### config.mk
export PLATFORM = sky130hd
export DESIGN_NAME = boot_rom
export DESIGN_NICKNAME = d
export VERILOG_FILES = /design/src/verilog/soc_bus_pkg.sv /design/src/verilog/soc_map_pkg.sv /design/src/verilog/boot_rom.sv
export SDC_FILE = /design/constraint.sdc
export NUM_CORES = 1
export LEC_CHECK = 0
export BUFFER_PORTS_ARGS = -buffer_cell sky130_fd_sc_hd__buf_4
export CAP_MARGIN = 20
export CORE_ASPECT_RATIO = 0.8
export CORE_MARGIN = 3
export CORE_UTILIZATION = 45
export CTS_CLUSTER_DIAMETER = 120
export DETAILED_ROUTE_END_ITERATION = 6
export PLACE_DENSITY_LB_ADDON = 0.08
export SLEW_MARGIN = 20
export SYNTH_ARGS = -nofsm -noshare
export SYNTH_HDL_FRONTEND = slang
export SYNTH_SLANG_ARGS = --single-unit
### constraint.sdc
create_clock -name s_soc_clk -period 4.9 [get_ports s_soc_clk]
set_input_delay 0.49 -clock s_soc_clk [delete_from_list [all_inputs] [get_ports s_soc_clk]]
set_output_delay 0.49 -clock s_soc_clk [all_outputs]
set_load 0.01 [all_outputs]
### src/verilog/soc_bus_pkg.sv
// bus structs for the tcdm masters, memory targets, apb port and debug peripheral bus
package soc_bus_pkg;

  // number of tcdm masters, index 0 is fc data and wins every conflict
  localparam int unsigned N_MASTERS = 2;
  localparam int unsigned MST_W     = $clog2(N_MASTERS);

  // tcdm master request, held until gnt
  typedef struct packed {
    logic        req;
    logic        we;
    logic [3:0]  be;
    logic [31:0] addr;
    logic [31:0] wdata;
  } tcdm_req_t;

  // gnt is combinational, r_valid one cycle after gnt
  typedef struct packed {
    logic        gnt;
    logic        r_valid;
    logic [31:0] r_rdata;
  } tcdm_rsp_t;

  // request to one memory target, word index already decoded
  typedef struct packed {
    logic        req;
    logic        we;
    logic [3:0]  be;
    logic [7:0]  idx;
    logic [31:0] wdata;
  } mem_req_t;

  typedef struct packed {
    logic        psel;
    logic        penable;
    logic        pwrite;
    logic [11:0] paddr;
    logic [31:0] pwdata;
  } apb_req_t;

  typedef struct packed {
    logic [31:0] prdata;
    logic        pready;
    logic        pslverr;
  } apb_rsp_t;

  // bridge to debug register request
  typedef struct packed {
    logic        req;
    logic        we;
    logic [3:0]  be;
    logic [11:0] addr;
    logic [31:0] wdata;
  } per_req_t;

  typedef struct packed {
    logic        gnt;
    logic        r_valid;
    logic [31:0] r_rdata;
  } per_rsp_t;

endpackage

### src/verilog/soc_map_pkg.sv
// address map, memory geometry, boot image and debug register layout of the soc domain
package soc_map_pkg;

  // ********************************************************
  // l2 and rom map
  // ********************************************************
  localparam logic [31:0] L2_BASE       = 32'h1C00_0000;
  localparam int unsigned NB_L2_BANKS   = 4;
  localparam int unsigned BANK_W        = $clog2(NB_L2_BANKS);
  localparam int unsigned L2_BANK_WORDS = 256;
  localparam int unsigned L2_SIZE       = NB_L2_BANKS * L2_BANK_WORDS * 4;

  localparam logic [31:0] ROM_BASE  = 32'h1A00_0000;
  localparam int unsigned ROM_WORDS = 16;

  // decoded target code, banks first, then rom, then unmapped
  localparam int unsigned        TGT_W    = 3;
  localparam logic [TGT_W-1:0]   TGT_ROM  = TGT_W'(NB_L2_BANKS);
  localparam logic [TGT_W-1:0]   TGT_NONE = TGT_W'(NB_L2_BANKS + 1);

  localparam logic [31:0] BOOT_IMAGE [ROM_WORDS] = '{
    32'h1C00_0537, 32'h0005_0513, 32'h0000_0593, 32'h0000_0613,
    32'h00B5_2023, 32'h0045_0513, 32'h0015_8593, 32'hFEC5_9AE3,
    32'h1000_0073, 32'h0000_0013, 32'h0000_0013, 32'hFF5F_F06F,
    32'hCAFE_F00D, 32'h1234_5678, 32'h8765_4321, 32'hA5A5_5A5A
  };

  localparam logic [31:0] ERR_RDATA = 32'hBADA_CCE5;

  // ********************************************************
  // debug registers
  // ********************************************************
  // dmcontrol bit 0 dmactive, bit 1 ndmreset, bit 2 haltreq
  localparam logic [11:0] DBG_DMCONTROL_OFFS = 12'h000;
  localparam logic [11:0] DBG_DATA0_OFFS     = 12'h004;
  localparam logic [11:0] DBG_DATA1_OFFS     = 12'h008;
  localparam logic [11:0] DBG_HARTINFO_OFFS  = 12'h00C;

  // nscratch 2, dataaccess 1, datasize 2, dataaddr 0x380
  localparam logic [31:0] HARTINFO_VALUE = {8'h00, 4'd2, 3'b000, 1'b1, 4'd2, 12'h380};

endpackage

### src/verilog/boot_rom.sv
// boot image rom on the memory bus, reads registered and writes dropped
`timescale 1ns/1ns

module boot_rom (
  input  logic                  s_soc_clk,
  input  soc_bus_pkg::mem_req_t mem_req_i,
  output logic [31:0]           rdata_o
);
  import soc_map_pkg::*;

  localparam int unsigned ROM_IDX_W = $clog2(ROM_WORDS);

  logic [ROM_IDX_W-1:0] rom_idx;

  // upper index bits are zero from the decoder
  assign rom_idx = mem_req_i.idx[ROM_IDX_W-1:0];

  // a write still gets r_valid from the interconnect, data unchanged
  always_ff @(posedge s_soc_clk) begin
    if (mem_req_i.req && !mem_req_i.we) begin
      rdata_o <= BOOT_IMAGE[rom_idx];
    end
  end

endmodule

=== After elaboration in Yosys (flattened, before gate mapping) ===
Memory sizes are Yosys's and may differ from the RTL's. A register that Yosys moved wholly into a read port is not among the register bits.
Cells that the tools add are included.

* Memory bits (writable): 0
* Memories kept: 1
* Output and inout port bits: 32
* Bits in latches: 0
* Bits in registers: 0
* Memory bits (read-only): 512

{| class="wikitable"
|+ Memory list
! memory !! words !! width !! rd ports !! clocked after memory_dff !! write ports !! RTL line !! text
|-
| (name not given) || 16 || 32 || 1 || 1 || 0 || boot_rom.sv:21 || <nowiki>rdata_o <= BOOT_IMAGE[rom_idx];</nowiki>
|}

* Shifts and indexed selects: 0
* Divide/modulo/power cells: 0
* Reduce and logical (&&, ||, !) cells: 2
* Magnitude comparators: 0
* Bitwise gates (word level): 1
* Multiply operators: 0
* Add/sub/neg operators: 0
* Equal/unequal tests: 0
* Mux-type cells: 0

{| class="wikitable"
|+ Operators by type and width
! cell !! number
|-
| 4-bit NOT with 5-bit output || 1
|-
| 1-bit logical AND || 1
|-
| 1-bit logical NOT || 1
|}

=== Logic depth before layout (Yosys ltp) ===
* Word-level depth: 2
* Depth in mapped cells: 6
* Mapped depth without buffers: 5

=== Worst setup path before layout ===
OpenSTA, ideal clock, no wires.

* Path kind: input port to flip-flop
* Start: input port mem_req_i[44] (netlist bit)
* End: register rdata_o[0], enable pin
* Required time: 4.477 ns
* Arrival time: 1.898 ns
* Slack: 2.579 ns
* Cell stages on the path: 1
* Cell sequence: nor2b_1

* Longest elaborated chain between the ends: 2

{| class="wikitable"
|+ RTL lines
! item !! RTL line !! text
|-
| start, declared || boot_rom.sv:6 || <nowiki>input soc_bus_pkg::mem_req_t mem_req_i,</nowiki>
|-
| 1-bit logical NOT || boot_rom.sv:20 || <nowiki>if (mem_req_i.req && !mem_req_i.we) begin</nowiki>
|-
| 1-bit logical AND || boot_rom.sv:20 ||
|-
| end, declared || boot_rom.sv:7 || <nowiki>output logic [31:0] rdata_o</nowiki>
|}

Every way passes these cells.

=== Worst setup path after layout ===
* Start: input port mem_req_i[33] (netlist bit)
* End: register rdata_o[5], data pin

* Longest elaborated chain between the ends: 1

{| class="wikitable"
|+ RTL lines
! item !! RTL line
|-
| 4-bit NOT with 5-bit output (not written as such) || boot_rom.sv:21
|}

Every way passes these cells.

==> results.py <==
metrics = {
    "run_status": {
        "outcome": "finished, final reports clean",
    },
    "finish": {
        "largest_reg_flops": 31,
        "seq_area_um2": 931,
        "top_register": "rdata_o",
        "finalNetCount": 215,
        "final_util": 0.586,
        "drive_gt1_frac": 0.317,
        "top_regs": "rdata_o (31)",
        "multi_input_area_um2": 534,
        "area_growth_pct": 20.2,
        "antenna_cells": 0,
        "fill_cells": 285,
    },
    "setup_path": {
        "cp_top_family": "adder cells",
        "slowest_stage": "ha_1",
        "cp.arrival_ns": 1.53,
        "critPathCaptureType": "flop",
        "crit_chain": "buf_4 -> inv_1 -> ha_1 -> nor2b_1 -> nor3_1 -> a21oi_1",
        "critical_path_buf_inv_count": 2,
        "cp.required_ns": 4.91,
        "cp.depth": 6,
        "crit_fanout": 9,
        "start_kind": "primary input",
        "crit_type": "primary input to flop",
        "slowest_delay_ns": 0.39,
    },
    "sta": {
        "fmax_mhz": 656,
        "worst_pin_slew_ns": 0.423,
        "finalCritPeriodShare": 0.311,
        "holdWs_ns": 0.558,
        "rsz0062_at_grt": "no",
        "hold_violations": 0,
        "setup_slack_ns": 3.38,
        "setup_violations": 0,
        "slew_headroom": 0.718,
        "drv_slew": 0,
        "finalCriticalPeriod_ns": 1.52,
        "setup_tns_ns": 0,
    },
    "logic_synthesis": {
        "synth.distinct_cells": 34,
        "yosysSeqAreaShare": 0.593,
        "syn_area_um2": 1570,
        "syn_inst": 126,
        "synthXorXnorAreaFrac": 0.0112,
        "synth_top_cell_area_share": 0.593,
        "ys.flop_type": "edfxtp_1",
        "synth-adder-area-share": 0.0478,
        "yosys.area_share.simple": 0.159,
        "synth_top_family_by_area": "simple AND/OR/NAND/NOR gates",
        "muxShareOfSynthArea": 0.0127,
        "synth_edf_count": 31,
        "synth_area_leader_cell": "edfxtp_1",
        "avgSynthCellArea_um2": 12.5,
        "ys.warnings.count": 0,
        "synth_nets": 179,
        "synth_common_cells": "edfxtp_1 (31), nand2_1 (15), nor2b_1 (9), a21oi_1 (6), ha_1 (6)",
        "ys_ff_latch": 31,
        "synth.area.top_cells": "edfxtp_1 (59%), ha_1 (4.8%), nand2_1 (3.6%)",
        "ys_async_sr_fraction": 0,
        "synth-compound-area-share": 0.108,
        "yosysMostFrequentCell": "edfxtp_1",
    },
    "route": {
        "dr_total_vias": 982,
        "wl_per_cell_um": 13.1,
        "wl_mm": 2.64,
        "first_pass_iters": 4,
        "ant_nets": 0,
        "vias_per_cell": 4.89,
        "drtIter0Drc": 96,
        "drc": 0,
    },
    "floorplanning": {
        "coreArea_um2": 3220,
        "top_level_ports": 79,
        "start_util": 0.488,
        "die_h_um": 58.8,
        "row_count": 18,
        "die_width_um": 72.0,
        "dieArea_um2": 4240,
    },
    "clock_tree": {
        "cts_resized": 0,
        "clock_path_buffers": 2,
        "cts_tree": "built",
        "clk_pin_slew_ns": 0.06,
        "clockRootBuffer": "clkbuf_8",
        "numCtsBuffers": 5,
        "cts_sinks": 31,
        "htreeDepth": 2,
        "ctsHoldBuffers": 0,
        "cts_setup_buffers": 0,
    },
    "global_route": {
        "antenna_found_initial": 0,
        "grt_pass1_wl_mm": 4.41,
        "grt_usage": 0.140,
        "grt_max_degree": 37,
        "grt-ovfl-total": 0,
        "first_global_vias": 928,
    },
    "run": {
        "drv_cap": 0,
    },
    "power_and_ir_drop": {
        "power_density_nw_per_um2": 313,
        "leakagePower_nw": 0.758,
        "ir_drop_mv": 0.135,
    },
    "placement": {
        "pre_cts_slack_ns": 3.10,
        "dp_hpwl_mm": 1.72,
        "numPortBuffers": 38,
        "gp_congestion": 0.787,
    },
    "worst_hold_path": {
        "min_from": "mem_req_i[32]",
        "holdPathStages": 2,
        "worstHoldPathType": "primary input to flop",
        "hold_end": "rdata_o[0]",
    },
}
==> stage by stage <==
step	std cells	total power, mW	area, µm²
2_1_floorplan	126	0.386	1570
3_3_place_gp	195	0.420	1820
3_5_place_dp	195	0.421	1820
4_1_cts	201	0.598	1890
5_1_grt	201	0.623	1890
6_report	201	0.591	1890
==> logic make-up after synthesis <==
logic type | Yosys count
compound gates | 27
xor+xnor | 2
mux | 2
buf+inv | 12
flops | 31
simple gates | 46
fa+ha+maj | 6
==> worst max-delay path by stage <==
stage	startpoint	to	slack (ns)
finish	mem_req_i[33]	rdata_o[5]	3.38
global route	mem_req_i[32]	rdata_o[5]	3.29
CTS	mem_req_i[33]	rdata_o[28]	3.39
detailed placement	mem_req_i[33]	rdata_o[28]	3.10
global placement	mem_req_i[33]	rdata_o[5]	3.09
floorplan	mem_req_i[44]	rdata_o[0]	2.58
==> cell usage in the layout, fill, tap and decap left out <==
cell type and n:
xor2_1 1, nand2_1 15, nor2b_4 1, a31oi_1 1
o21ai_1 5, and2b_1 2, and2_1 1, xnor2_1 1
o21bai_1 1, a211o_1 1, a211oi_2 1, a21oi_2 1
a21oi_1 6, inv_1 2, nor2_1 5, ha_1 6
nor2b_2 1, buf_4 39, edfxtp_1 31, nor3_2 1
mux2i_1 2, and2_4 1, nor3_1 1, clkbuf_1 1
nand2b_1 4, nand3b_1 1, o21ai_0 5, clkbuf_8 5
or2_1 1, nor2_2 1, a21boi_1 3, nand3_1 3
nor2b_1 8, o21a_1 3
==> power by group <==
| part | internal (mW) | leakage [nW] | switching [mW] |
|---|---|---|---|
| combinational | 0.0437 | 0.442 | 0.0505 |
| sequential | 0.316 | 0.279 | 0.00491 |
| clock | 0.0943 | 0.0371 | 0.0824 |
| total | 0.454 | 0.758 | 0.138 |
==> per-layer routing <==
| metal | vias up | global-route usage | share of wire |
|---|---|---|---|
| li1 | 507 | - | - |
| met5 | - | 0 | 0 |
| met4 | 0 | 0.0912 | 0.022 |
| met3 | 5 | 0.0461 | 0.065 |
| met2 | 27 | 0.202 | 0.44 |
| met1 | 443 | 0.182 | 0.48 |
==> final cells by class <==
cell class,count,share of cell area
repair buffers,39,0.155
inverters,2,0.00398
flip-flops and latches,31,0.493
clock buffers,6,0.0384
well taps,40,0.0265
multi-input cells,83,0.283
(Power assumes the default switching activity.)
