### config.mk
export PLATFORM = sky130hd
export DESIGN_NAME = debug_regs
export DESIGN_NICKNAME = d
export VERILOG_FILES = /design/src/verilog/soc_bus_pkg.sv /design/src/verilog/soc_map_pkg.sv /design/src/verilog/debug_regs.sv
export SDC_FILE = /design/constraint.sdc
export NUM_CORES = 1
export LEC_CHECK = 0
export BUFFER_PORTS_ARGS = -buffer_cell sky130_fd_sc_hd__clkbuf_2
export CORE_MARGIN = 2
export CORE_UTILIZATION = 55
export CTS_BUF_LIST = sky130_fd_sc_hd__clkbuf_16
export DETAILED_ROUTE_END_ITERATION = 8
export PLACE_DENSITY = 0.81
export SLEW_MARGIN = 20
export SYNTH_ARGS = -nofsm -noshare
export SYNTH_HDL_FRONTEND = slang
export SYNTH_SLANG_ARGS = --single-unit
export TNS_END_PERCENT = 1
### constraint.sdc
create_clock -name s_soc_clk -period 1.7 [get_ports s_soc_clk]
set_input_delay 0.34 -clock s_soc_clk [delete_from_list [all_inputs] [get_ports s_soc_clk]]
set_output_delay 0.34 -clock s_soc_clk [all_outputs]
set_load 0.005 [all_outputs]
### src/verilog/soc_bus_pkg.sv
// bus structs for the tcdm masters, memory targets, apb port and debug peripheral bus
package soc_bus_pkg;

  // number of tcdm masters, index 0 is fc data and wins every conflict
  localparam int unsigned N_MASTERS = 2;
  localparam int unsigned MST_W     = $clog2(N_MASTERS);

  // tcdm master request, held until gnt
  typedef struct packed {
    logic        req;
    logic        we;
    logic [3:0]  be;
    logic [31:0] addr;
    logic [31:0] wdata;
  } tcdm_req_t;

  // gnt is combinational, r_valid one cycle after gnt
  typedef struct packed {
    logic        gnt;
    logic        r_valid;
    logic [31:0] r_rdata;
  } tcdm_rsp_t;

  // request to one memory target, word index already decoded
  typedef struct packed {
    logic        req;
    logic        we;
    logic [3:0]  be;
    logic [7:0]  idx;
    logic [31:0] wdata;
  } mem_req_t;

  typedef struct packed {
    logic        psel;
    logic        penable;
    logic        pwrite;
    logic [11:0] paddr;
    logic [31:0] pwdata;
  } apb_req_t;

  typedef struct packed {
    logic [31:0] prdata;
    logic        pready;
    logic        pslverr;
  } apb_rsp_t;

  // bridge to debug register request
  typedef struct packed {
    logic        req;
    logic        we;
    logic [3:0]  be;
    logic [11:0] addr;
    logic [31:0] wdata;
  } per_req_t;

  typedef struct packed {
    logic        gnt;
    logic        r_valid;
    logic [31:0] r_rdata;
  } per_rsp_t;

endpackage

### src/verilog/soc_map_pkg.sv
// address map, memory geometry, boot image and debug register layout of the soc domain
package soc_map_pkg;

  // ********************************************************
  // l2 and rom map
  // ********************************************************
  localparam logic [31:0] L2_BASE       = 32'h1C00_0000;
  localparam int unsigned NB_L2_BANKS   = 4;
  localparam int unsigned BANK_W        = $clog2(NB_L2_BANKS);
  localparam int unsigned L2_BANK_WORDS = 256;
  localparam int unsigned L2_SIZE       = NB_L2_BANKS * L2_BANK_WORDS * 4;

  localparam logic [31:0] ROM_BASE  = 32'h1A00_0000;
  localparam int unsigned ROM_WORDS = 16;

  // decoded target code, banks first, then rom, then unmapped
  localparam int unsigned        TGT_W    = 3;
  localparam logic [TGT_W-1:0]   TGT_ROM  = TGT_W'(NB_L2_BANKS);
  localparam logic [TGT_W-1:0]   TGT_NONE = TGT_W'(NB_L2_BANKS + 1);

  localparam logic [31:0] BOOT_IMAGE [ROM_WORDS] = '{
    32'h1C00_0537, 32'h0005_0513, 32'h0000_0593, 32'h0000_0613,
    32'h00B5_2023, 32'h0045_0513, 32'h0015_8593, 32'hFEC5_9AE3,
    32'h1000_0073, 32'h0000_0013, 32'h0000_0013, 32'hFF5F_F06F,
    32'hCAFE_F00D, 32'h1234_5678, 32'h8765_4321, 32'hA5A5_5A5A
  };

  localparam logic [31:0] ERR_RDATA = 32'hBADA_CCE5;

  // ********************************************************
  // debug registers
  // ********************************************************
  // dmcontrol bit 0 dmactive, bit 1 ndmreset, bit 2 haltreq
  localparam logic [11:0] DBG_DMCONTROL_OFFS = 12'h000;
  localparam logic [11:0] DBG_DATA0_OFFS     = 12'h004;
  localparam logic [11:0] DBG_DATA1_OFFS     = 12'h008;
  localparam logic [11:0] DBG_HARTINFO_OFFS  = 12'h00C;

  // nscratch 2, dataaccess 1, datasize 2, dataaddr 0x380
  localparam logic [31:0] HARTINFO_VALUE = {8'h00, 4'd2, 3'b000, 1'b1, 4'd2, 12'h380};

endpackage

### src/verilog/debug_regs.sv
// debug control, scratch and hartinfo registers behind the peripheral bus
`timescale 1ns/1ns

module debug_regs (
  input  logic                  s_soc_clk,
  input  logic                  s_soc_rstn,
  input  soc_bus_pkg::per_req_t per_req_i,
  output soc_bus_pkg::per_rsp_t per_rsp_o,
  output logic                  dmactive_o,
  output logic                  ndmreset_o,
  output logic                  debug_req_o
);
  import soc_map_pkg::*;

  logic        dmactive_q;
  logic        ndmreset_q;
  logic        haltreq_q;
  logic [31:0] data0_q;
  logic [31:0] data1_q;
  logic        wr;
  logic        ctrl_ok;
  logic [31:0] rdata_d;
  logic        rvalid_q;
  logic [31:0] rdata_q;

  function automatic logic [31:0] merge_be(input logic [31:0] old_w, input logic [31:0] new_w,
                                           input logic [3:0] be);
    logic [31:0] res;
    res = old_w;
    for (int b = 0; b < 4; b++) begin
      if (be[b]) begin
        res[8*b +: 8] = new_w[8*b +: 8];
      end
    end
    return res;
  endfunction

  assign wr = per_req_i.req && per_req_i.we;
  // control bits need an active or activating dm
  assign ctrl_ok = dmactive_q || per_req_i.wdata[0];

  // ********************************************************
  // register writes
  // ********************************************************
  always_ff @(posedge s_soc_clk or negedge s_soc_rstn) begin
    if (!s_soc_rstn) begin
      dmactive_q <= 1'b0;
      ndmreset_q <= 1'b0;
      haltreq_q  <= 1'b0;
      data0_q    <= '0;
      data1_q    <= '0;
    end else if (wr) begin
      case (per_req_i.addr)
        DBG_DMCONTROL_OFFS: begin
          // all three bits live in byte 0
          if (per_req_i.be[0]) begin
            dmactive_q <= per_req_i.wdata[0];
            if (ctrl_ok) begin
              ndmreset_q <= per_req_i.wdata[1];
              haltreq_q  <= per_req_i.wdata[2];
            end
          end
        end
        DBG_DATA0_OFFS: data0_q <= merge_be(data0_q, per_req_i.wdata, per_req_i.be);
        DBG_DATA1_OFFS: data1_q <= merge_be(data1_q, per_req_i.wdata, per_req_i.be);
        default: ;
      endcase
    end
  end

  // ********************************************************
  // read path
  // ********************************************************
  always_comb begin
    case (per_req_i.addr)
      DBG_DMCONTROL_OFFS: rdata_d = {29'b0, haltreq_q, ndmreset_q, dmactive_q};
      DBG_DATA0_OFFS:     rdata_d = data0_q;
      DBG_DATA1_OFFS:     rdata_d = data1_q;
      DBG_HARTINFO_OFFS:  rdata_d = HARTINFO_VALUE;
      default:            rdata_d = '0;
    endcase
  end

  always_ff @(posedge s_soc_clk or negedge s_soc_rstn) begin
    if (!s_soc_rstn) begin
      rvalid_q <= 1'b0;
    end else begin
      rvalid_q <= per_req_i.req;
    end
  end

  // read data captured with the grant
  always_ff @(posedge s_soc_clk) begin
    if (per_req_i.req) begin
      rdata_q <= rdata_d;
    end
  end

  // grant always same cycle
  assign per_rsp_o.gnt     = per_req_i.req;
  assign per_rsp_o.r_valid = rvalid_q;
  assign per_rsp_o.r_rdata = rdata_q;

  assign dmactive_o  = dmactive_q;
  assign ndmreset_o  = ndmreset_q;
  assign debug_req_o = haltreq_q;

endmodule

# Word-level counts from Yosys, hierarchy flattened
# Index checks and enable logic that the tools add are counted.
# word_totals
register_bits	100
input_bits	52
output_inout_bits	37
wordCells	30
# classes
n_eq_ne	3
muxes	1
reduce_logical	13
# op_table
op	count
32-bit one-hot mux with 4 select lines	1
3-bit AND reduction	9
12-bit by 4-bit == test with 1-bit output (second input constant)	2
12-bit by 3-bit == test with 1-bit output (second input constant)	1
12-bit zero test	1
4-bit AND reduction	1
1-bit logical AND	1
1-bit logical OR	1

# Logic depth before layout (Yosys ltp)
# logic_depth
word_depth	2
mapped_depth	6
ltp_nobuf	4

# Worst setup path before layout
# Ideal clock, no wire load.
# synth_path
path_type	in2reg
start	input per_req_i[34] (netlist name)
end	register data1_q[10]
setup_ns	0.125
arrival_time_ns	1.629
path_slack_ns	-0.054
cell_stages	6
n_path_buf	2
path_cell_list	buf_2 > nor2b_1 > buf_2 > nand4_2 > nor2_2 > mux2_2
# synth_between
elab_chain_len	2
# synth_lines
item	line	rtl
start, declared	debug_regs.sv:7	input soc_bus_pkg::per_req_t per_req_i,
12-bit by 4-bit == test with 1-bit output	debug_regs.sv:53	case (per_req_i.addr)
3-bit AND reduction (no line)	n/a	
end signal, assigned	debug_regs.sv:65	DBG_DATA1_OFFS: data1_q <= merge_be(data1_q, per_req_i.wdata, per_req_i.be);
end, declared	debug_regs.sv:19	logic [31:0] data1_q;
# Every way passes these cells.
# A chain may end at the register's enable or synchronous reset.

# Worst setup path in the final report
# layout_path
start	input per_req_i[39] (netlist name)
end	register data0_q[16]
# layout_between
elab_chain_len	2
# layout_lines
item	line	rtl
12-bit by 3-bit == test with 1-bit output	debug_regs.sv:53	
3-bit AND reduction (no line)	n/a	
end signal, assigned	debug_regs.sv:64	DBG_DATA0_OFFS: data0_q <= merge_be(data0_q, per_req_i.wdata, per_req_i.be);
end, declared	debug_regs.sv:18	logic [31:0] data0_q;
# Every way passes these cells.

==> flow_summary_export.csv <==
group,metric,value,unit
critical_path,critPathMaxFanout,8,
timing,fmax,643,MHz
logic_synthesis,synth_area_leader_cell,"dfrtp_1",
global_routing,grt_pass1_vias,2710,
timing,setup_violations,0,
floorplan,ios,89,
logic_synthesis,yosysTopAreaCellShare,41.3,%
cts,cts_root_buf,"clkbuf_16",
global_routing,grt_start_max_net_pins,69,
detailed_routing,routed_wl,8470,µm
cells_and_area,ff_latch_area,2660,µm²
cts,clockBufferDepth,2,
detailed_routing,antenna_left,0,
critical_path,path_class,"primary input to register",
detailed_routing,vias,2672,
floorplan,chipHeight,90.5,µm
critical_path,cpMaxStageDelayCell,"mux2_2",
logic_synthesis,synthTopCellsByCount,"dfrtp_1, mux2_2, edfxtp_1, nor2_1, a22oi_1",
logic_synthesis,yosys_warnings,0,
logic_synthesis,synthFlopType,"dfrtp_1",
cts,cts.sinks,100,
pwr,p_leak,2.35,nW
critical_path,crit_path_start_kind,"primary input",
pwr,ir_drop,0.570,mV
pwr,p_int,0.00358,W
logic_synthesis,synth-compound-area-share,6.02,%
logic_synthesis,synth_xor_area_share,0,%
timing,final_hold_viol_count,0,
cts,cts-hold-fix-buffers,0,
cts,clk_pin_slew,60,ps
logic_synthesis,async_reset_ff_share,68.0,%
cells_and_area,syn_to_final_growth,22.4,%
logic_synthesis,synth_edf_count,32,
cts,cts_setup_buffers,0,
cts,clock_latency,330,ps
detailed_routing,routed_via_density,5.46,
logic_synthesis,yosys.area_share.simple,8.48,%
timing,skew,4.37,ps
placement,port_buffers,88,
floorplan,start_util,56.7,%
cells_and_area,drive_above_1_share,51.8,%
timing,worst_pin_slew,365,ps
cts,cts_resized,0,
cells_and_area,multiInputGateArea,1390,µm²
detailed_routing,routedWlPerCell,17.3,µm
critical_path,crit_family,"simple AND/OR/NAND/NOR gates",
placement,dp_hpwl,5660,µm
pwr,power_frac_seq,55.3,%
placement,dp_slack,-215,ps
detailed_routing,drt_pre_antenna_iters,5,
critical_path,path_buf_inv,2,
critical_path,path_cells,"clkbuf_2 > nor4_4 > buf_4 > nand4_4 > nor2_4 > mux2_2",
pwr,switching_share,21.5,%
global_routing,grt_overflow,0,
timing,slew_viol_final,0,
cells_and_area,nets,437,
placement,place_congestion,0.803,
logic_synthesis,syn_avg_cell_area,14.6,µm²
logic_synthesis,synthTopCellsByArea,"dfrtp_1, edfxtp_1, mux2_2, a22oi_1, nor2_1",
pwr,p_clk_share,39.3,%
logic_synthesis,synth_fa_ha_area_share,0,%
logic_synthesis,synth_top_family_by_area,"multiplexers",
cells_and_area,fill_cells,524,
logic_synthesis,seq_area_frac_synth,64.7,%
floorplan,die_area,8190,µm²
pwr,combPwrFrac,5.4,%
global_routing,grt_pass1_wl,13600,µm
logic_synthesis,synth.area.mux_share,19.2,%
job,cap_violations,0,
global_routing,track_usage,21.4,%
critical_path,cp-end-kind,"register",
pwr,power.switching,0.000979,W
critical_path,cp.required,1920,ps
detailed_routing,drc_errors,0,
min_path,hp-class,"primary input to asynchronous set/reset pin",
detailed_routing,drt_iter0_drc,145,
floorplan,core-area,7250,µm²
logic_synthesis,syn_area,4120,µm²
timing,rsz0062_at_grt,"false",
floorplan,die_x,90.5,µm
critical_path,max_stage_delay,380,ps
critical_path,arrival,1770,ps
timing,fin_crit_sh,91.5,%
logic_synthesis,syn_nets,333,
global_routing,antenna_found_initial,0,
timing,worst_slack,144,ps
cells_and_area,antennaDiodeCount,0,
pwr,power_density,906,nW/µm²
logic_synthesis,yosysMostFrequentCell,"dfrtp_1",
logic_synthesis,syn_inst,281,
timing,slew_headroom,75.7,%
timing,fin_crit,1560,ps
cells_and_area,final_util,69.4,%
run_status,status,"finished clean",
logic_synthesis,ys_ff_latch,100,
cts,cts_tree,"done",
floorplan,fp-row-count,31,
logic_synthesis,synth_cell_types,24,
cts,cts_made_buffers,9,
cts,htree_levels,3,
==> worst paths after layout <==
kind                                from           to  slack [ps]  depth (start not counted)
max                        per_req_i[39]  data0_q[16]         140                          6
min                           s_soc_rstn   data1_q[1]          20                          2
max reg2reg                   dmactive_o   ndmreset_o         460                          3
min reg2reg                  data0_q[17]  data0_q[17]         500                          1
max in group asynchronous     s_soc_rstn  data1_q[29]        1390                          2
min in group s_soc_clk     per_req_i[27]  data0_q[27]         250                          2
==> cells by family (layout without fill, tap and decap cells) <==
kind of cell	after synthesis	count (layout)
AOI/OAI and AO/OA	38	38
buffers and inverters	14	123
DFF	100	100
muxes	70	70
and+or+nand+nor	59	59
==> stage by stage <==
stage	total power (W)	hold slack, ps	std cells	setup TNS (ps)	cell area [µm²]
finish	0.00456	19.5	489	0	5040
global route	0.00472	60.9	489	0	5040
CTS	0.00460	35.1	489	0	5040
detailed placement	0.00282	388	473	-12310	4780
global placement	0.00281	384	473	-10900	4780
floorplan	0.00263	44.4	281	-1460	4120
==> placed cells by master, fill, tap and decap left out, drive strengths merged, types with 4 or more instances in the layout <==
cell type,n
clkinv,4
a22oi,23
dfrtp,68
a21oi,9
edfxtp,32
nor2,40
o21ai,6
nand3,5
mux2,67
clkbuf,96
buf,20
nand2,6
==> sequential cells by signal (all words and copies together) (netlist names) <==
signal	count
data0_q	32
data1_q	32
debug_req_o	1
dmactive_o	1
ndmreset_o	1
rdata_q	32
rvalid_q	1
==> power groups by stage <==
| stage | Clock [W] | Combinational (W) | Sequential [W] |
|---|---|---|---|
| 2_1_floorplan | 0 | 0.0000526 | 0.00258 |
| 3_3_place_gp | 0 | 0.000241 | 0.00257 |
| 3_5_place_dp | 0 | 0.000247 | 0.00257 |
| 4_1_cts | 0.00183 | 0.000248 | 0.00252 |
| 5_1_grt | 0.00193 | 0.000267 | 0.00253 |
| 6_report | 0.00179 | 0.000245 | 0.00252 |
==> per-layer routing <==
metal,up-vias,track usage [%],wire (µm)
met4,0,6.67,159
met5,-,0,0
met1,1332,27.8,3620
met3,15,3.59,391
li1,1233,-,-
met2,92,37.1,4310
==> cell type report <==
| cell class | instances | area share, % |
|---|---|---|
| timing repair buffer | 107 | 11.8 |
| sequential | 100 | 52.9 |
| clock inverter | 7 | 0.696 |
| multi-input combinational | 167 | 27.7 |
| tap | 99 | 2.46 |
| clock buffer | 9 | 4.47 |
(Power assumes the default switching activity.)
