$ cat src/verilog/soc_bus_pkg.sv
// bus structs for the tcdm masters, memory targets, apb port and debug peripheral bus
package soc_bus_pkg;

  // number of tcdm masters, index 0 is fc data and wins every conflict
  localparam int unsigned N_MASTERS = 2;
  localparam int unsigned MST_W     = $clog2(N_MASTERS);

  // tcdm master request, held until gnt
  typedef struct packed {
    logic        req;
    logic        we;
    logic [3:0]  be;
    logic [31:0] addr;
    logic [31:0] wdata;
  } tcdm_req_t;

  // gnt is combinational, r_valid one cycle after gnt
  typedef struct packed {
    logic        gnt;
    logic        r_valid;
    logic [31:0] r_rdata;
  } tcdm_rsp_t;

  // request to one memory target, word index already decoded
  typedef struct packed {
    logic        req;
    logic        we;
    logic [3:0]  be;
    logic [7:0]  idx;
    logic [31:0] wdata;
  } mem_req_t;

  typedef struct packed {
    logic        psel;
    logic        penable;
    logic        pwrite;
    logic [11:0] paddr;
    logic [31:0] pwdata;
  } apb_req_t;

  typedef struct packed {
    logic [31:0] prdata;
    logic        pready;
    logic        pslverr;
  } apb_rsp_t;

  // bridge to debug register request
  typedef struct packed {
    logic        req;
    logic        we;
    logic [3:0]  be;
    logic [11:0] addr;
    logic [31:0] wdata;
  } per_req_t;

  typedef struct packed {
    logic        gnt;
    logic        r_valid;
    logic [31:0] r_rdata;
  } per_rsp_t;

endpackage

$ cat src/verilog/soc_map_pkg.sv
// address map, memory geometry, boot image and debug register layout of the soc domain
package soc_map_pkg;

  // ********************************************************
  // l2 and rom map
  // ********************************************************
  localparam logic [31:0] L2_BASE       = 32'h1C00_0000;
  localparam int unsigned NB_L2_BANKS   = 4;
  localparam int unsigned BANK_W        = $clog2(NB_L2_BANKS);
  localparam int unsigned L2_BANK_WORDS = 256;
  localparam int unsigned L2_SIZE       = NB_L2_BANKS * L2_BANK_WORDS * 4;

  localparam logic [31:0] ROM_BASE  = 32'h1A00_0000;
  localparam int unsigned ROM_WORDS = 16;

  // decoded target code, banks first, then rom, then unmapped
  localparam int unsigned        TGT_W    = 3;
  localparam logic [TGT_W-1:0]   TGT_ROM  = TGT_W'(NB_L2_BANKS);
  localparam logic [TGT_W-1:0]   TGT_NONE = TGT_W'(NB_L2_BANKS + 1);

  localparam logic [31:0] BOOT_IMAGE [ROM_WORDS] = '{
    32'h1C00_0537, 32'h0005_0513, 32'h0000_0593, 32'h0000_0613,
    32'h00B5_2023, 32'h0045_0513, 32'h0015_8593, 32'hFEC5_9AE3,
    32'h1000_0073, 32'h0000_0013, 32'h0000_0013, 32'hFF5F_F06F,
    32'hCAFE_F00D, 32'h1234_5678, 32'h8765_4321, 32'hA5A5_5A5A
  };

  localparam logic [31:0] ERR_RDATA = 32'hBADA_CCE5;

  // ********************************************************
  // debug registers
  // ********************************************************
  // dmcontrol bit 0 dmactive, bit 1 ndmreset, bit 2 haltreq
  localparam logic [11:0] DBG_DMCONTROL_OFFS = 12'h000;
  localparam logic [11:0] DBG_DATA0_OFFS     = 12'h004;
  localparam logic [11:0] DBG_DATA1_OFFS     = 12'h008;
  localparam logic [11:0] DBG_HARTINFO_OFFS  = 12'h00C;

  // nscratch 2, dataaccess 1, datasize 2, dataaddr 0x380
  localparam logic [31:0] HARTINFO_VALUE = {8'h00, 4'd2, 3'b000, 1'b1, 4'd2, 12'h380};

endpackage

$ cat src/verilog/soc_interconnect.sv
// tcdm crossbar from the fc and debug masters to interleaved l2 banks and the boot rom
`timescale 1ns/1ns

module soc_interconnect (
  input  logic                                                  s_soc_clk,
  input  logic                                                  s_soc_rstn,
  input  soc_bus_pkg::tcdm_req_t [soc_bus_pkg::N_MASTERS-1:0]   mst_req_i,
  output soc_bus_pkg::tcdm_rsp_t [soc_bus_pkg::N_MASTERS-1:0]   mst_rsp_o,
  output soc_bus_pkg::mem_req_t  [soc_map_pkg::NB_L2_BANKS-1:0] l2_req_o,
  input  logic [soc_map_pkg::NB_L2_BANKS-1:0][31:0]             l2_rdata_i,
  output soc_bus_pkg::mem_req_t                                 rom_req_o,
  input  logic [31:0]                                           rom_rdata_i
);
  import soc_bus_pkg::*;
  import soc_map_pkg::*;

  // decoded target per master
  logic [N_MASTERS-1:0][TGT_W-1:0] tgt;
  logic [N_MASTERS-1:0]            gnt;
  // one bit and one owner per real target, rom at the top
  logic [NB_L2_BANKS:0]            busy;
  logic [NB_L2_BANKS:0][MST_W-1:0] owner;

  // granted target, kept for the response cycle
  logic [N_MASTERS-1:0][TGT_W-1:0] tgt_q;
  logic [N_MASTERS-1:0]            rvalid_q;

  // banks interleave on word address bits
  function automatic logic [TGT_W-1:0] decode_tgt(input logic [31:0] addr);
    logic [31:0] l2_off;
    logic [31:0] rom_off;
    l2_off  = addr - L2_BASE;
    rom_off = addr - ROM_BASE;
    if (l2_off < L2_SIZE) begin
      decode_tgt = TGT_W'(addr[BANK_W+1:2]);
    end else if (rom_off < ROM_WORDS * 4) begin
      decode_tgt = TGT_ROM;
    end else begin
      decode_tgt = TGT_NONE;
    end
  endfunction

  // ********************************************************
  // fixed priority arbitration
  // ********************************************************
  always_comb begin
    busy  = '0;
    owner = '0;
    gnt   = '0;
    // lowest index claims a target first
    for (int m = 0; m < N_MASTERS; m++) begin
      tgt[m] = decode_tgt(mst_req_i[m].addr);
      if (mst_req_i[m].req) begin
        if (tgt[m] == TGT_NONE) begin
          // nothing to share, always granted
          gnt[m] = 1'b1;
        end else if (!busy[tgt[m]]) begin
          busy[tgt[m]]  = 1'b1;
          owner[tgt[m]] = MST_W'(m);
          gnt[m]        = 1'b1;
        end
      end
    end
  end

  // winner's request to every target
  always_comb begin
    for (int b = 0; b < NB_L2_BANKS; b++) begin
      l2_req_o[b].req   = busy[b];
      l2_req_o[b].we    = mst_req_i[owner[b]].we;
      l2_req_o[b].be    = mst_req_i[owner[b]].be;
      l2_req_o[b].idx   = mst_req_i[owner[b]].addr[BANK_W+2 +: 8];
      l2_req_o[b].wdata = mst_req_i[owner[b]].wdata;
    end
    rom_req_o.req   = busy[TGT_ROM];
    rom_req_o.we    = mst_req_i[owner[TGT_ROM]].we;
    rom_req_o.be    = mst_req_i[owner[TGT_ROM]].be;
    rom_req_o.idx   = {4'b0, mst_req_i[owner[TGT_ROM]].addr[5:2]};
    rom_req_o.wdata = mst_req_i[owner[TGT_ROM]].wdata;
  end

  // ********************************************************
  // response routing
  // ********************************************************
  always_ff @(posedge s_soc_clk or negedge s_soc_rstn) begin
    if (!s_soc_rstn) begin
      rvalid_q <= '0;
      tgt_q    <= {N_MASTERS{TGT_NONE}};
    end else begin
      rvalid_q <= gnt;
      for (int m = 0; m < N_MASTERS; m++) begin
        if (gnt[m]) begin
          tgt_q[m] <= tgt[m];
        end
      end
    end
  end

  always_comb begin
    for (int m = 0; m < N_MASTERS; m++) begin
      mst_rsp_o[m].gnt     = gnt[m];
      mst_rsp_o[m].r_valid = rvalid_q[m];
      if (tgt_q[m] < TGT_ROM) begin
        mst_rsp_o[m].r_rdata = l2_rdata_i[tgt_q[m][BANK_W-1:0]];
      end else if (tgt_q[m] == TGT_ROM) begin
        mst_rsp_o[m].r_rdata = rom_rdata_i;
      end else begin
        // unmapped reads see the error pattern
        mst_rsp_o[m].r_rdata = ERR_RDATA;
      end
    end
  end

endmodule

$ cat config.mk
export PLATFORM = sky130hd
export DESIGN_NAME = soc_interconnect
export DESIGN_NICKNAME = d
export VERILOG_FILES = /design/src/verilog/soc_bus_pkg.sv /design/src/verilog/soc_map_pkg.sv /design/src/verilog/soc_interconnect.sv
export SDC_FILE = /design/constraint.sdc
export NUM_CORES = 1
export LEC_CHECK = 0
export ABC_AREA = 1
export ABC_CLOCK_PERIOD_IN_PS = 2450
export BUFFER_PORTS_ARGS = -buffer_cell sky130_fd_sc_hd__buf_4
export CAP_MARGIN = 20
export CORE_AREA = 2 2 230 232
export CTS_CLUSTER_SIZE = 30
export DETAILED_ROUTE_END_ITERATION = 8
export DIE_AREA = 0 0 232 234
export PLACE_DENSITY_LB_ADDON = 0.05
export SLEW_MARGIN = 15
export SYNTH_ARGS = -nofsm -noshare
export SYNTH_HDL_FRONTEND = slang
export SYNTH_SLANG_ARGS = --single-unit
$ cat constraint.sdc
create_clock -name s_soc_clk -period 2.45 [get_ports s_soc_clk]
set_clock_uncertainty 0.15 [all_clocks]
set_input_delay 0.1225 -clock s_soc_clk [delete_from_list [all_inputs] [get_ports s_soc_clk]]
set_output_delay 0.1225 -clock s_soc_clk [all_outputs]
set_load 0.03 [all_outputs]
After elaboration in Yosys (flattened, before gate mapping)
Memories as Yosys holds them, arrays and structs flattened.
Index checks and enable logic that the tools add are counted.
{"block": "totals", "register_bits": 8, "n_memories": 1, "elab_cells": 76, "input_bits": 302, "output_inout_bits": 298, "romBits": 8}
{"block": "op_classes", "eq_ne": 4, "n_reduce_logical": 2, "magnitude_cmp": 17, "n_mux": 44, "n_addsub": 4, "bitwise": 1}
{"name": "(name not given)", "depth": 8, "width": 1, "read_ports": 1, "rd_clocked_by_memory_dff": 0, "wr": 0, "line": "soc_interconnect.sv:57", "rtl": "end else if (!busy[tgt[m]]) begin"}
{"cell": "$mux 69", "n": 10}
{"cell": "$mux 32", "n": 6}
{"cell": "$bmux 32 s2", "n": 2}
{"cell": "$sub 32x29->32 const B", "n": 4}
{"cell": "$lt 32x13->1 const B", "n": 2}
{"cell": "$lt 32x7->1 const B", "n": 2}
{"cell": "$mux 5", "n": 9}
{"cell": "$eq 3x3->1 const B", "n": 4}
{"cell": "$mux 1", "n": 12}
{"cell": "$lt 1x2->1 const B", "n": 5}
{"cell": "$lt 3x4->1 const B", "n": 2}
{"cell": "$demux 1 s3", "n": 2}
{"cell": "$ge 3x1->1 const B", "n": 2}
{"cell": "$lt 2x3->1 const B", "n": 2}
{"cell": "$lt 3x3->1 const B", "n": 2}
{"cell": "$mux 3", "n": 2}
{"cell": "$or 5x5->5", "n": 1}
{"cell": "$bmux 1 s3", "n": 1}
{"cell": "$logic_and 1x1->1", "n": 2}

Longest topological paths before layout
Gate-level depths: netlist of the first run.
{"block": "depth", "ltp_word": 18, "mapped_depth": 20, "depth_no_buf": 18}

Worst setup path after synthesis of the first run
Ideal clock, no wire load.
{"block": "synth_path", "path_type": "input to output", "from": "input port mst_req_i[127] in the netlist's numbering", "to": "output port rom_req_o[44] in the netlist's numbering", "cell_stages": 12, "required_time_ns": 2.178, "slack_ns": -0.009, "t_arrival_ns": 2.186, "cell_sequence": "inv_1 > ha_1 > inv_1 > nand3_1 > nand3_1 > nand2_1 > nor2_1 > nand3_2 > inv_1 > nand3_1 > clkbuf_1 > o21ai_0"}
{"element": "start: declaration", "line": "soc_interconnect.sv:7", "rtl": "input soc_bus_pkg::tcdm_req_t [soc_bus_pkg::N_MASTERS-1:0] mst_req_i,"}
{"element": "end: declaration", "line": "soc_interconnect.sv:11", "rtl": "output soc_bus_pkg::mem_req_t rom_req_o,"}

==> results of run 1 <==
## worst max path at each step
stage | start | end | slack, ps | cells after the start
2_1_floorplan | mst_req_i[127] | rom_req_o[0] | 30 | 12
6_report | mst_req_i[128] | l2_req_o[33] | -150 | 19
3_3_place_gp | mst_req_i[128] | l2_req_o[81] | -320 | 19
5_1_grt | mst_req_i[125] | l2_req_o[152] | -330 | 19
3_5_place_dp | mst_req_i[128] | l2_req_o[81] | -380 | 17
4_1_cts | mst_req_i[128] | l2_req_o[119] | -190 | 19
## area by class of cell
type                    count  area, um2  share of cell area
clock buffers               3       75.1             0.00472
repair buffers            776       7340               0.462
inverters                 275       1040              0.0654
multi-input cells        1224       6350               0.400
well taps                 688        861              0.0542
flip-flops and latches      8        213              0.0134
diodes                      5       12.5            0.000787
## layer usage
| layer | wire length (um) | vias up |
|---|---|---|
| li1 | - | 6596 |
| met1 | 25000 | 6418 |
| met2 | 31300 | 493 |
| met3 | 4950 | 74 |
| met4 | 1510 | 2 |
| met5 | 9 | - |
## kinds of logic after synthesis
| logic type | synth area share |
|---|---|
| AOI/OAI and AO/OA | 0.216 |
| xor gates and xnor gates | 0.00346 |
| adders and majority gates | 0.00330 |
| buffers and inverters | 0.226 |
| DFF | 0.0270 |
| other | 0.000494 |
| and+or+nand+nor | 0.523 |
## placed cells by master (no fill, tap or decap), types with 18 or more instances in the layout
cell type / synthesis / final
clkbuf_16: 0 / 20
nor2_1: 87 / 70
o21ai_2: 0 / 23
inv_2: 1 / 32
a31oi_1: 38 / 38
nand3_2: 2 / 27
o211ai_1: 18 / 18
nand4_1: 99 / 99
inv_1: 271 / 238
buf_12: 0 / 33
nand3_1: 168 / 140
buf_6: 17 / 137
buf_4: 6 / 566
o21ai_0: 160 / 126
nand2_2: 3 / 50
nand2_1: 530 / 472
a21oi_1: 86 / 85
## through the flow
step | power (mW) | TNS (ps)
6_report | 3.21 | -16850
5_1_grt | 3.41 | -52160
4_1_cts | 3.10 | -22260
3_5_place_dp | 2.66 | -54120
3_3_place_gp | 2.67 | -39720
2_1_floorplan | 1.39 | 0
## where the power goes
group          internal [mW]  switching (mW)
clock                  0.212          0.0774
combinational           1.14            1.63
sequential             0.143         0.00389
total                   1.50            1.71
## worst max-delay path, cell delays in order
cell and delay, ps:
buf_8 80, inv_6 30, ha_4 260, nand2_2 60, nor2_2 110, nand3_1 90
nor2_2 160, nand3_4 140, buf_4 170, nand3_2 90, nand3_4 90, nand2_8 100
buf_6 120, nand3_4 70, buf_12 170, clkbuf_16 170, nand2_1 60, nand2_1 70
buf_6 140
## sequential cells by signal, summed over array words and instances (netlist names)
name / cells
tgt_q: 6
rvalid_q: 2
## repair_timing
action                                  4_1_cts  5_1_grt
gates cloned                                  8       21
gates resized for setup                     156      268
setup buffers                                18       20
pin swaps                                    46       60
endpoints found under the setup margin      186      217
hold buffers                                  1        0
endpoints found under the hold margin         8        0
==> summary.md, run 1 <==
| Metric | Value |
|---|---|
| Status | finished with violations |
| Failing checks | setup timing |
| Row count | 84 |
| FF-to-FF setup slack | 1160 ps |
| Crit share post-route | 1.06 |
| Worst hold path class | in -> reg |
| Depth of the most critical reg-to-reg path | 3 |
| Count of final hold-check violations | 0 |
| Via density | 4.56 |
| Vias in the first global route | 13000 |
| Hold_sp | mst_req_i[69] |
| Htree depth | 1 |
| Port bufs | 591 |
| DIE WIDTH | 232 um |
| Final std cells w/o fill | 2979 |
| Top cell type by total area after synthesis | nand2_1 |
| Worst R2R End | tgt_q[5]$_DFFE_PN1P_ |
| CTS tree | done |
| Dpl cells | 2907 |
| Slew HR | 0.643 |
| Setup Crit Path Kind | in -> out |
| Endpoint, Worst Hold | rvalid_q[0]$_DFF_PN0_ |
| Final instance area | 15900 um2 |
| Number of flops mapped to enable cells by yosys | 0 |
| Initial antenna violation count | 5 |
| Final setup viols | 181 |
| Max Cap Viol | 0 |
| Measured slew at the worst slew-check pin | 535 ps |
| Sequential fraction of the synthesis area | 0.0270 |
| M3 GR Usage | 0.0573 |
| Cts bufs inserted | 3 |
| Origin of the critical flop-to-flop path | tgt_q[5]$_DFFE_PN1P_ |
| DPL Wire Length | 45100 um |
| Power density cells | 202 nW/um2 |
| Final Slew Violations | 0 |
| Worst setup SP type | input port |
| Post-Synthesis Cell Area | 7590 um2 |
| Global route hottest layer | met2 |
| Met1 usage | 0.239 |
| Worst vdd ir | 0.000135 V |
| Via count | 13600 |
| Yosys reg bits | 8 |
| Placed cell area | 13500 um2 |
| Max Root-Sink Buffers | 2 |
| Req. time, crit path | 2180 ps |
| Root buffer cell | clkbuf_16 |
| Drt pass-1 iters | 5 |
| Final Util | 0.306 |
| NumNets Final | 2592 |
| Residual DRC | 0 |
| Syn Inst Count | 1636 |
| Clock Sinks | 8 |
| Per-cell routed wire length | 21.1 um |
| Setup slack after layout | -147 ps |
| Most frequent cell after synthesis | nand2_1 |
| DRT iter0 DRCs | 896 |
| Leak | 8.73 nW |
| Routability cong. | 0.855 |
| Post-synth ARST share | 1.00 |
| Average footprint of a synthesized cell | 4.64 um2 |
| DP Worst Slack | -379 ps |
| Worst Path Arrival | 2320 ps |
| Reg clk slew, reported paths | 40 ps |
| Hold WS | 82.5 ps |
| YS warnings | 0 |
| Fmax | 385 MHz |
| Full die area | 54300 um2 |
| Starting Density | 0.146 |
| Dominant synthesized flop cell | dfstp_2 |
| Unrepaired setup endpoints after global routing | true |
| Number of fill cells | 5921 |
| Cell variety after synth | 39 |
| Global route overflow | 0 |
| Core area | 52000 um2 |
| Synth top cells by count | nand2_1 (530), inv_1 (271), nand3_1 (168) |
| Share of cells above drive strength 1 | 0.425 |
| Worst-skew pair later-pin latency | 240 ps |
| Pin count of the biggest net entering global routing | 114 |
| All-Layer GR Usage | 0.203 |
| Hold Path Depth | 2 |
| GR Layer Usage met2 | 0.363 |
| Clock period minus worst slack | 2600 ps |
| Largest cells by area after synthesis | nand2_1 (26%), inv_1 (13%), nand3_1 (11%) |
| Critical Path End Type | primary output |
| Routed WL | 62800 um |
| Area grow syn2layout | 109% |
| Global-route wire length before repair | 84500 um |
| Die Span Y | 234 um |
| Crit-path max FO | 8 |
| Post-route ant nets | 0 |
| I/O Pins | 600 |
| Yosys top cell area share | 0.262 |
Note: power is estimated with default switching activity, not from simulation.
==> run 2, diff against run 1 <==
- BUFFER_PORTS_ARGS: -buffer_cell sky130_fd_sc_hd__buf_4 -> unset
- DONT_BUFFER_PORTS: unset -> 1
==> run 2 against run 1 <==
Compared with the run above: the run still ends with setup timing left; sequential power grew 6%; cell area shrank 3.2%; non-clock buffer count shrank 419.
==> summary.md, run 2 (synthesized netlist as in run 1, its figures left out) <==
| Metric | Value |
|---|---|
| Fmax | 398 MHz (+3.4%) |
| Worst Path Arrival | 2240 ps (-80 ps) |
| Htree depth | 1 (unchanged) |
| Setup TNS | -1840 ps (+15000 ps) |
| Final setup viols | 61 (-66%) |
| Pin count of the biggest net entering global routing | 79 (-31%) |
| Largest regs | tgt_q: 6 flops, rvalid_q: 2 flops |
| DPL Wire Length | 41600 um (-7.6%) |
| Root buffer cell | clkbuf_16 |
| CP max stage cell | nor3_2 |
| Origin of the critical flop-to-flop path | tgt_q[2]$_DFFE_PN1P_ |
| Req. time, crit path | 2180 ps (about the same) |
| Commonest non-fill, non-tap cell in the layout | nand2_1 |
| Via density | 4.78 (+4.7%) |
| Max reg flops | 6 (unchanged) |
| Post-route ant nets | 0 (unchanged) |
| Global-route wire length before repair | 78900 um (-6.7%) |
| CP max stage delay | 220 ps (-40 ps) |
| Worst setup SP type | input port |
| Commonest cells after routing, fill and taps aside | nand2_1 (226), nand2_4 (183), inv_1 (176), buf_4 (176), o21ai_0 (157) |
| Endpoint, Worst Hold | tgt_q[0]$_DFFE_PN1P_ |
| Clock period minus worst slack | 2510 ps (-84.7 ps) |
| Row count | 84 (unchanged) |
| Hold_sp | mst_req_i[69] |
| Crit share post-route | 1.03 (-0.0346) |
| Routed WL | 60100 um (-4.2%) |
| Leak | 7.11 nW (-19%) |
| Switching pwr | 1.65 mW (-3.8%) |
| Crit-path max FO | 8 (unchanged) |
| Share of cells above drive strength 1 | 0.463 (+0.0378) |
| Hold Path Depth | 3 (+1) |
| Clock Sinks | 8 (unchanged) |
| CP Cell Sequence | nor2_4 > nand2_2 > nor2_4 > buf_6 > nand2_4 > nor2_4 > nand3_2 > nor3_2 > nand3_2 > nand3_4 > nand2_8 > buf_6 > nand3_4 > buf_12 > clkbuf_16 > nand2_4 > nand2_4 > buf_12 |
| Global route overflow | 0 (unchanged) |
| Clk pwr share | 0.098 (+0.008) |
| Full die area | 54300 um2 (unchanged) |
| All-Layer GR Usage | 0.191 (-0.0119) |
| Initial antenna violation count | 1 (-4) |
| Overall power | 2.98 mW (-7.1%) |
| Core area | 52000 um2 (unchanged) |
| Worst R2R End | tgt_q[2]$_DFFE_PN1P_ |
| I/O Pins | 600 (unchanged) |
| Setup Crit Path Kind | in -> out |
| Area grow syn2layout | 103% |
| Via count | 12200 (-10%) |
| Worst-skew pair later-pin latency | 230 ps (about the same) |
| Internal Power | 1.33 mW (-11%) |
| Starting Density | 0.146 (unchanged) |
| Part of the power in combinational logic | 0.849 (-0.015) |
| Sequential share of power | 0.052 (+0.006) |
| Count of final hold-check violations | 0 (unchanged) |
| Drt pass-1 iters | 5 (unchanged) |
| Max Root-Sink Buffers | 2 (unchanged) |
| Max Cap Viol | 0 (unchanged) |
| Net Sw Frac | 0.553 (+0.0194) |
| Worst vdd ir | 0.000168 V (+24%) |
| DRT iter0 DRCs | 655 (-27%) |
| Status | finished with violations |
| CTS tree | done |
| Unrepaired setup endpoints after global routing | true |
| Port bufs | 0 (-100%) |
| Vias in the first global route | 11400 (-13%) |
| Routability cong. | 0.842 (-1.6%) |
| Die Span Y | 234 um (unchanged) |
| Power density cells | 194 nW/um2 (-4.1%) |
| Cts bufs inserted | 3 (unchanged) |
| Worst hold path class | in -> reg |
| Failing checks | setup timing |
| Critical Path End Type | primary output |
| FF-to-FF setup slack | 770 ps (-390 ps) |
| DIE WIDTH | 232 um (unchanged) |
| Depth of the most critical reg-to-reg path | 4 (+1) |
| NumNets Final | 2173 (-16%) |
| Per-cell routed wire length | 23.5 um (+12%) |
| Reg clk slew, reported paths | 40 ps (about the same) |
| Setup slack after layout | -62.3 ps (+84.7 ps) |
| Residual DRC | 0 (unchanged) |
| Final Slew Violations | 0 (unchanged) |
| Most flops, register | tgt_q |
run 2: through the flow:
stage | util | worst slack [ps] | instances | hold WS, ps | area, um2
after floorplan | - | 29.1 | 1639 | -323 | 7600
after global placement | 0.214 | -335 | 2472 | -322 | 11100
after detailed placement | 0.214 | -305 | 2472 | -322 | 11100
after CTS | 0.238 | -57.9 | 2511 | 49.0 | 12400
after global routing | 0.296 | -189 | 2557 | 77.2 | 15400
final | 0.296 | -62.3 | 2557 | 50.0 | 15400
run 2: timing repair:
item,4_1_cts,5_1_grt
pin swaps,35,130
endpoints found under the hold margin,12,0
gates cloned,13,23
setup buffers,18,27
setup endpoints to repair,185,184
resized for setup,270,644
hold buffers,4,0
run 2: worst max path at each step:
stage | start | to | slack, ps | cells past startpoint
2_1_floorplan | mst_req_i[127] | rom_req_o[0] | 30 | 12
3_3_place_gp | mst_req_i[127] | l2_req_o[106] | -330 | 18
6_report | mst_req_i[121] | l2_req_o[51] | -60 | 18
3_5_place_dp | mst_req_i[127] | l2_req_o[106] | -310 | 17
5_1_grt | mst_req_i[121] | l2_req_o[152] | -190 | 18
4_1_cts | mst_req_i[127] | l2_req_o[182] | -60 | 19
run 2: worst max-delay path: cells and delay by family:
family        cells  cell delay (ps)
simple gates     13             1360
buf+inv           5              730
run 2: final cells by class:
type | instances | area (um2)
Sequential cell | 8 | 213
Tap cell | 688 | 861
Inverter | 275 | 1380
Fill cell | 5741 | 36600
Timing Repair Buffer | 357 | 4820
Multi-Input combinational cell | 1224 | 8030
Antenna cell | 1 | 2.50
Clock buffer | 4 | 78.8
run 2: layer usage:
layer / track usage / share of wire / up-vias / routed length [um]
li1: - / - / 5757 / -
met4: 0.0545 / 0.039 / 0 / 2360
met2: 0.344 / 0.50 / 495 / 29900
met3: 0.0514 / 0.085 / 110 / 5100
met5: 0 / 0 / - / 0
met1: 0.221 / 0.38 / 5848 / 22800
run 2: power groups by stage:
stage	registers (mW)	logic (mW)	clock network (mW)
after global routing	0.157	2.69	0.316
after global placement	0.158	2.05	0
final	0.156	2.53	0.293
after CTS	0.156	2.22	0.308
after detailed placement	0.158	2.04	0
after floorplan	0.150	1.24	0
==> run 3, diff against run 2 <==
- ABC_AREA: 1 -> unset
- CORE_AREA: 2 2 230 232 -> 2 2 232 234
- DIE_AREA: 0 0 232 234 -> 0 0 234 236
- GPL_TIMING_DRIVEN: unset -> 0
==> run 3 against run 2 <==
Compared with the run above: the flow still finishes with violations (setup timing); synthesized area decreased by 20%; critical path depth decreased by 8; first-iteration DRC count decreased by 74%; die area increased by 1.7%; critical endpoint is now l2_req_o[120].
==> summary.md, run 3 <==
| Metric | Value |
|---|---|
| Syn Inst Count | 664 (-59%) |
| Mux share of post-synthesis cell area | 0.606 (+0.606) |
| Max Root-Sink Buffers | 2 (unchanged) |
| Yosys top cell area share | 0.415 (+0.153) |
| Crit-path max FO | 6 (-2) |
| DIE WIDTH | 234 um (+0.86%) |
| Most frequent cell after synthesis | mux2_2 |
| Leak | 3.67 nW (-48%) |
| YS warnings | 0 (unchanged) |
| Htree depth | 1 (unchanged) |
| Yosys reg bits | 8 (unchanged) |
| Per-cell routed wire length | 29.5 um (+25%) |
| Routability cong. | 0.742 (-12%) |
| NumNets Final | 1029 (-53%) |
| Simple-Gate Fraction of Synth Area | 0.111 (-0.412) |
| DRT iter0 DRCs | 171 (-74%) |
| Worst hold path class | in -> reg |
| Final setup viols | 187 (+210%) |
| DP Worst Slack | -1300 ps (-996 ps) |
| Overall power | 1.80 mW (-40%) |
| Via density | 4.40 (-7.9%) |
| Max Cap Viol | 0 (unchanged) |
| Worst-skew pair later-pin latency | 230 ps (about the same) |
| Area grow syn2layout | 55.6% |
| Global route overflow | 0 (unchanged) |
| CP max stage cell | or4b_1 |
| Via count | 6238 (-49%) |
| Dpl cells | 1363 (-45%) |
| Largest cells by area after synthesis | mux2_2 (42%), mux4_2 (12%), mux2i_1 (4.4%) |
| Global-route wire length before repair | 56800 um (-28%) |
| Dominant synthesized flop cell | dfstp_2 |
| Largest regs | tgt_q: 6 flops, rvalid_q: 2 flops |
| Worst Path Arrival | 2420 ps (+180 ps) |
| Share of cells above drive strength 1 | 0.664 (+0.201) |
| Crit share post-route | 1.10 (+0.0721) |
| CTS tree | done |
| Hold Path Depth | 2 (-1) |
| CP bufs+invs | 4 (-1) |
| All-Layer GR Usage | 0.142 (-0.0499) |
| Critical Path End Type | primary output |
| Clock period minus worst slack | 2690 ps (+177 ps) |
| Port bufs | 0 (unchanged) |
| Unrepaired setup endpoints after global routing | true |
| Synth top cells by count | mux2_2 (225), a21oi_1 (35), o22ai_1 (33) |
| Number of flops mapped to enable cells by yosys | 0 (unchanged) |
| FF-to-FF setup slack | 750 ps (-20 ps) |
| Average footprint of a synthesized cell | 9.19 um2 (+98%) |
| Vias in the first global route | 7169 (-37%) |
| Max reg flops | 6 (unchanged) |
| Final instance area | 9490 um2 (-38%) |
| Final std cells w/o fill | 1419 (-45%) |
| I/O Pins | 600 (unchanged) |
| Largest family of logic cells by synthesized area | multiplexers |
| Reg clk slew, reported paths | 40 ps (about the same) |
| Worst R2R End | tgt_q[4]$_DFFE_PN0P_ |
| Measured slew at the worst slew-check pin | 1130 ps |
| Cell variety after synth | 59 (+51%) |
| Row count | 85 (+1.2%) |
| Placed cell area | 7040 um2 (-37%) |
| Depth of the most critical reg-to-reg path | 3 (-1) |
| Commonest non-fill, non-tap cell in the layout | mux2_4 |
| Pin count of the biggest net entering global routing | 11 (-86%) |
| Setup slack after layout | -239 ps (-177 ps) |
| Initial antenna violation count | 0 (-1) |
| Die Span Y | 236 um (+0.85%) |
| Setup Crit Path Kind | in -> out |
| Post-Synth Adder-Cell Area | 0.00410 (+0.000804) |
| Power density cells | 190 nW/um2 (-2.0%) |
| Full die area | 55200 um2 (+1.7%) |
| Hold_sp | mst_req_i[69] |
| Setup TNS | -22300 ps (-20450 ps) |
| Core area | 53100 um2 (+2.0%) |
| Final Util | 0.179 (-0.117) |
| Most flops, register | tgt_q |
| Synth Area in XOR/XNOR | 0.00287 (-0.000591) |
| Req. time, crit path | 2180 ps (about the same) |
| Worst setup SP type | input port |
| Post-route ant nets | 0 (unchanged) |
| Post-synth ARST share | 1.00 (unchanged) |
| Residual DRC | 0 (unchanged) |
| Starting Density | 0.115 (-0.0309) |
| Top cell type by total area after synthesis | mux2_2 |
| CP max stage delay | 530 ps (+310 ps) |
| Compound-Gate Fraction of Synth Area | 0.160 (-0.0559) |
| Status | finished with violations |
| Clock Sinks | 8 (unchanged) |
| DPL Wire Length | 33000 um (-21%) |
| Commonest cells after routing, fill and taps aside | mux2_4 (218), buf_12 (33), mux4_2 (32) |
| Root buffer cell | clkbuf_16 |
| Drt pass-1 iters | 5 (unchanged) |
| Routed WL | 41900 um (-30%) |
| Final Slew Violations | 0 (unchanged) |
| Hold WS | 93.2 ps (+43.2 ps) |
| Worst vdd ir | 0.000152 V (-9.6%) |
| Endpoint, Worst Hold | tgt_q[0]$_DFFE_PN1P_ |
| Slew HR | 0.239 |
| Count of final hold-check violations | 0 (unchanged) |
| Post-Synthesis Cell Area | 6100 um2 (-20%) |
| CP Cell Sequence | or4b_1 > o21ai_2 > a31o_2 > a32oi_4 > buf_6 > a2111o_1 > buf_12 > buf_12 > buf_12 > mux2_4 |
| Failing checks | setup timing |
| Origin of the critical flop-to-flop path | tgt_q[4]$_DFFE_PN0P_ |
| CP top delay family | compound AO/OA/AOI/OAI gates |
| Fmax | 372 MHz (-6.6%) |
| CP dominant cell by count | buf_12 |
| N_diodes | 0 (-1) |
| Sequential fraction of the synthesis area | 0.0336 (+0.00659) |
| Cts bufs inserted | 3 (unchanged) |
## run 3: cell count changes in the layout (fill, tap and decap cells not counted), moves of 84 or more
cell | previous run | this run
mux2_4 | 0 | 218
nand2_1 | 226 | 22
nand2_4 | 183 | 1
inv_1 | 176 | 23
o21ai_0 | 157 | 5
buf_4 | 176 | 25
nand2_2 | 121 | 1
nand3_1 | 106 | 5
nand4_1 | 99 | 5
buf_12 | 117 | 33
## run 3: repair_timing
| action | in CTS | in global routing |
|---|---|---|
| gates resized for setup | 413 | 32 |
| setup endpoints to repair | 295 | 245 |
| hold buffers | 2 | 0 |
| pin swaps | 21 | 4 |
| setup buffers | 47 | 3 |
| cloned | 13 | 2 |
| endpoints found under the hold margin | 11 | 0 |
## run 3: worst max-delay path by stage
| stage | start | endpoint | slack (ps) | depth (start not counted) |
|---|---|---|---|---|
| 2_1_floorplan | mst_req_i[128] | l2_req_o[81] | -120 | 10 |
| 3_3_place_gp | mst_req_i[49] | rom_req_o[32] | -1290 | 7 |
| 3_5_place_dp | mst_req_i[49] | rom_req_o[32] | -1300 | 7 |
| 4_1_cts | mst_req_i[128] | l2_req_o[120] | -250 | 10 |
| 5_1_grt | mst_req_i[126] | l2_req_o[28] | -310 | 10 |
| 6_report | mst_req_i[128] | l2_req_o[120] | -240 | 10 |
## run 3: worst reg2reg max path, stage by stage, from the launching register on
cell	delay, ps
dfrtp_2	550
clkbuf_1	710
nand2_1	100
nand3_1	110
## run 3: area by class of cell
type / instances / area [um2]
Buffer: 57 / 596
Clock buffer: 3 / 75.1
Fill cell: 5893 / 43600
Inverter: 27 / 120
Multi-Input combinational cell: 568 / 6730
Sequential cell: 8 / 210
Tap cell: 696 / 871
Timing Repair Buffer: 60 / 897
## run 3: power breakdown
group          internal [mW]  leakage [nW]  switching (mW)
sequential             0.140        0.0919          0.0154
combinational          0.518          3.54           0.851
clock                  0.211        0.0370          0.0686
total                  0.869          3.67           0.935
## run 3: metal layers
metal | vias to the layer above | GRT usage | routed length [um]
li1 | 2700 | - | -
met1 | 3154 | 0.139 | 13900
met2 | 358 | 0.291 | 23500
met3 | 26 | 0.0400 | 3680
met4 | 0 | 0.0188 | 795
met5 | - | 0 | 0
## run 3: cell families (layout without fill, tap and decap cells)
| kind of cell | count (synthesis) | after routing |
|---|---|---|
| mux | 298 | 298 |
| simple gates | 119 | 119 |
| other cells | 1 | 4 |
| buf+inv | 91 | 147 |
| fa+ha+maj | 2 | 2 |
| flops | 8 | 8 |
| xor+xnor | 2 | 2 |
| compound gates | 143 | 143 |
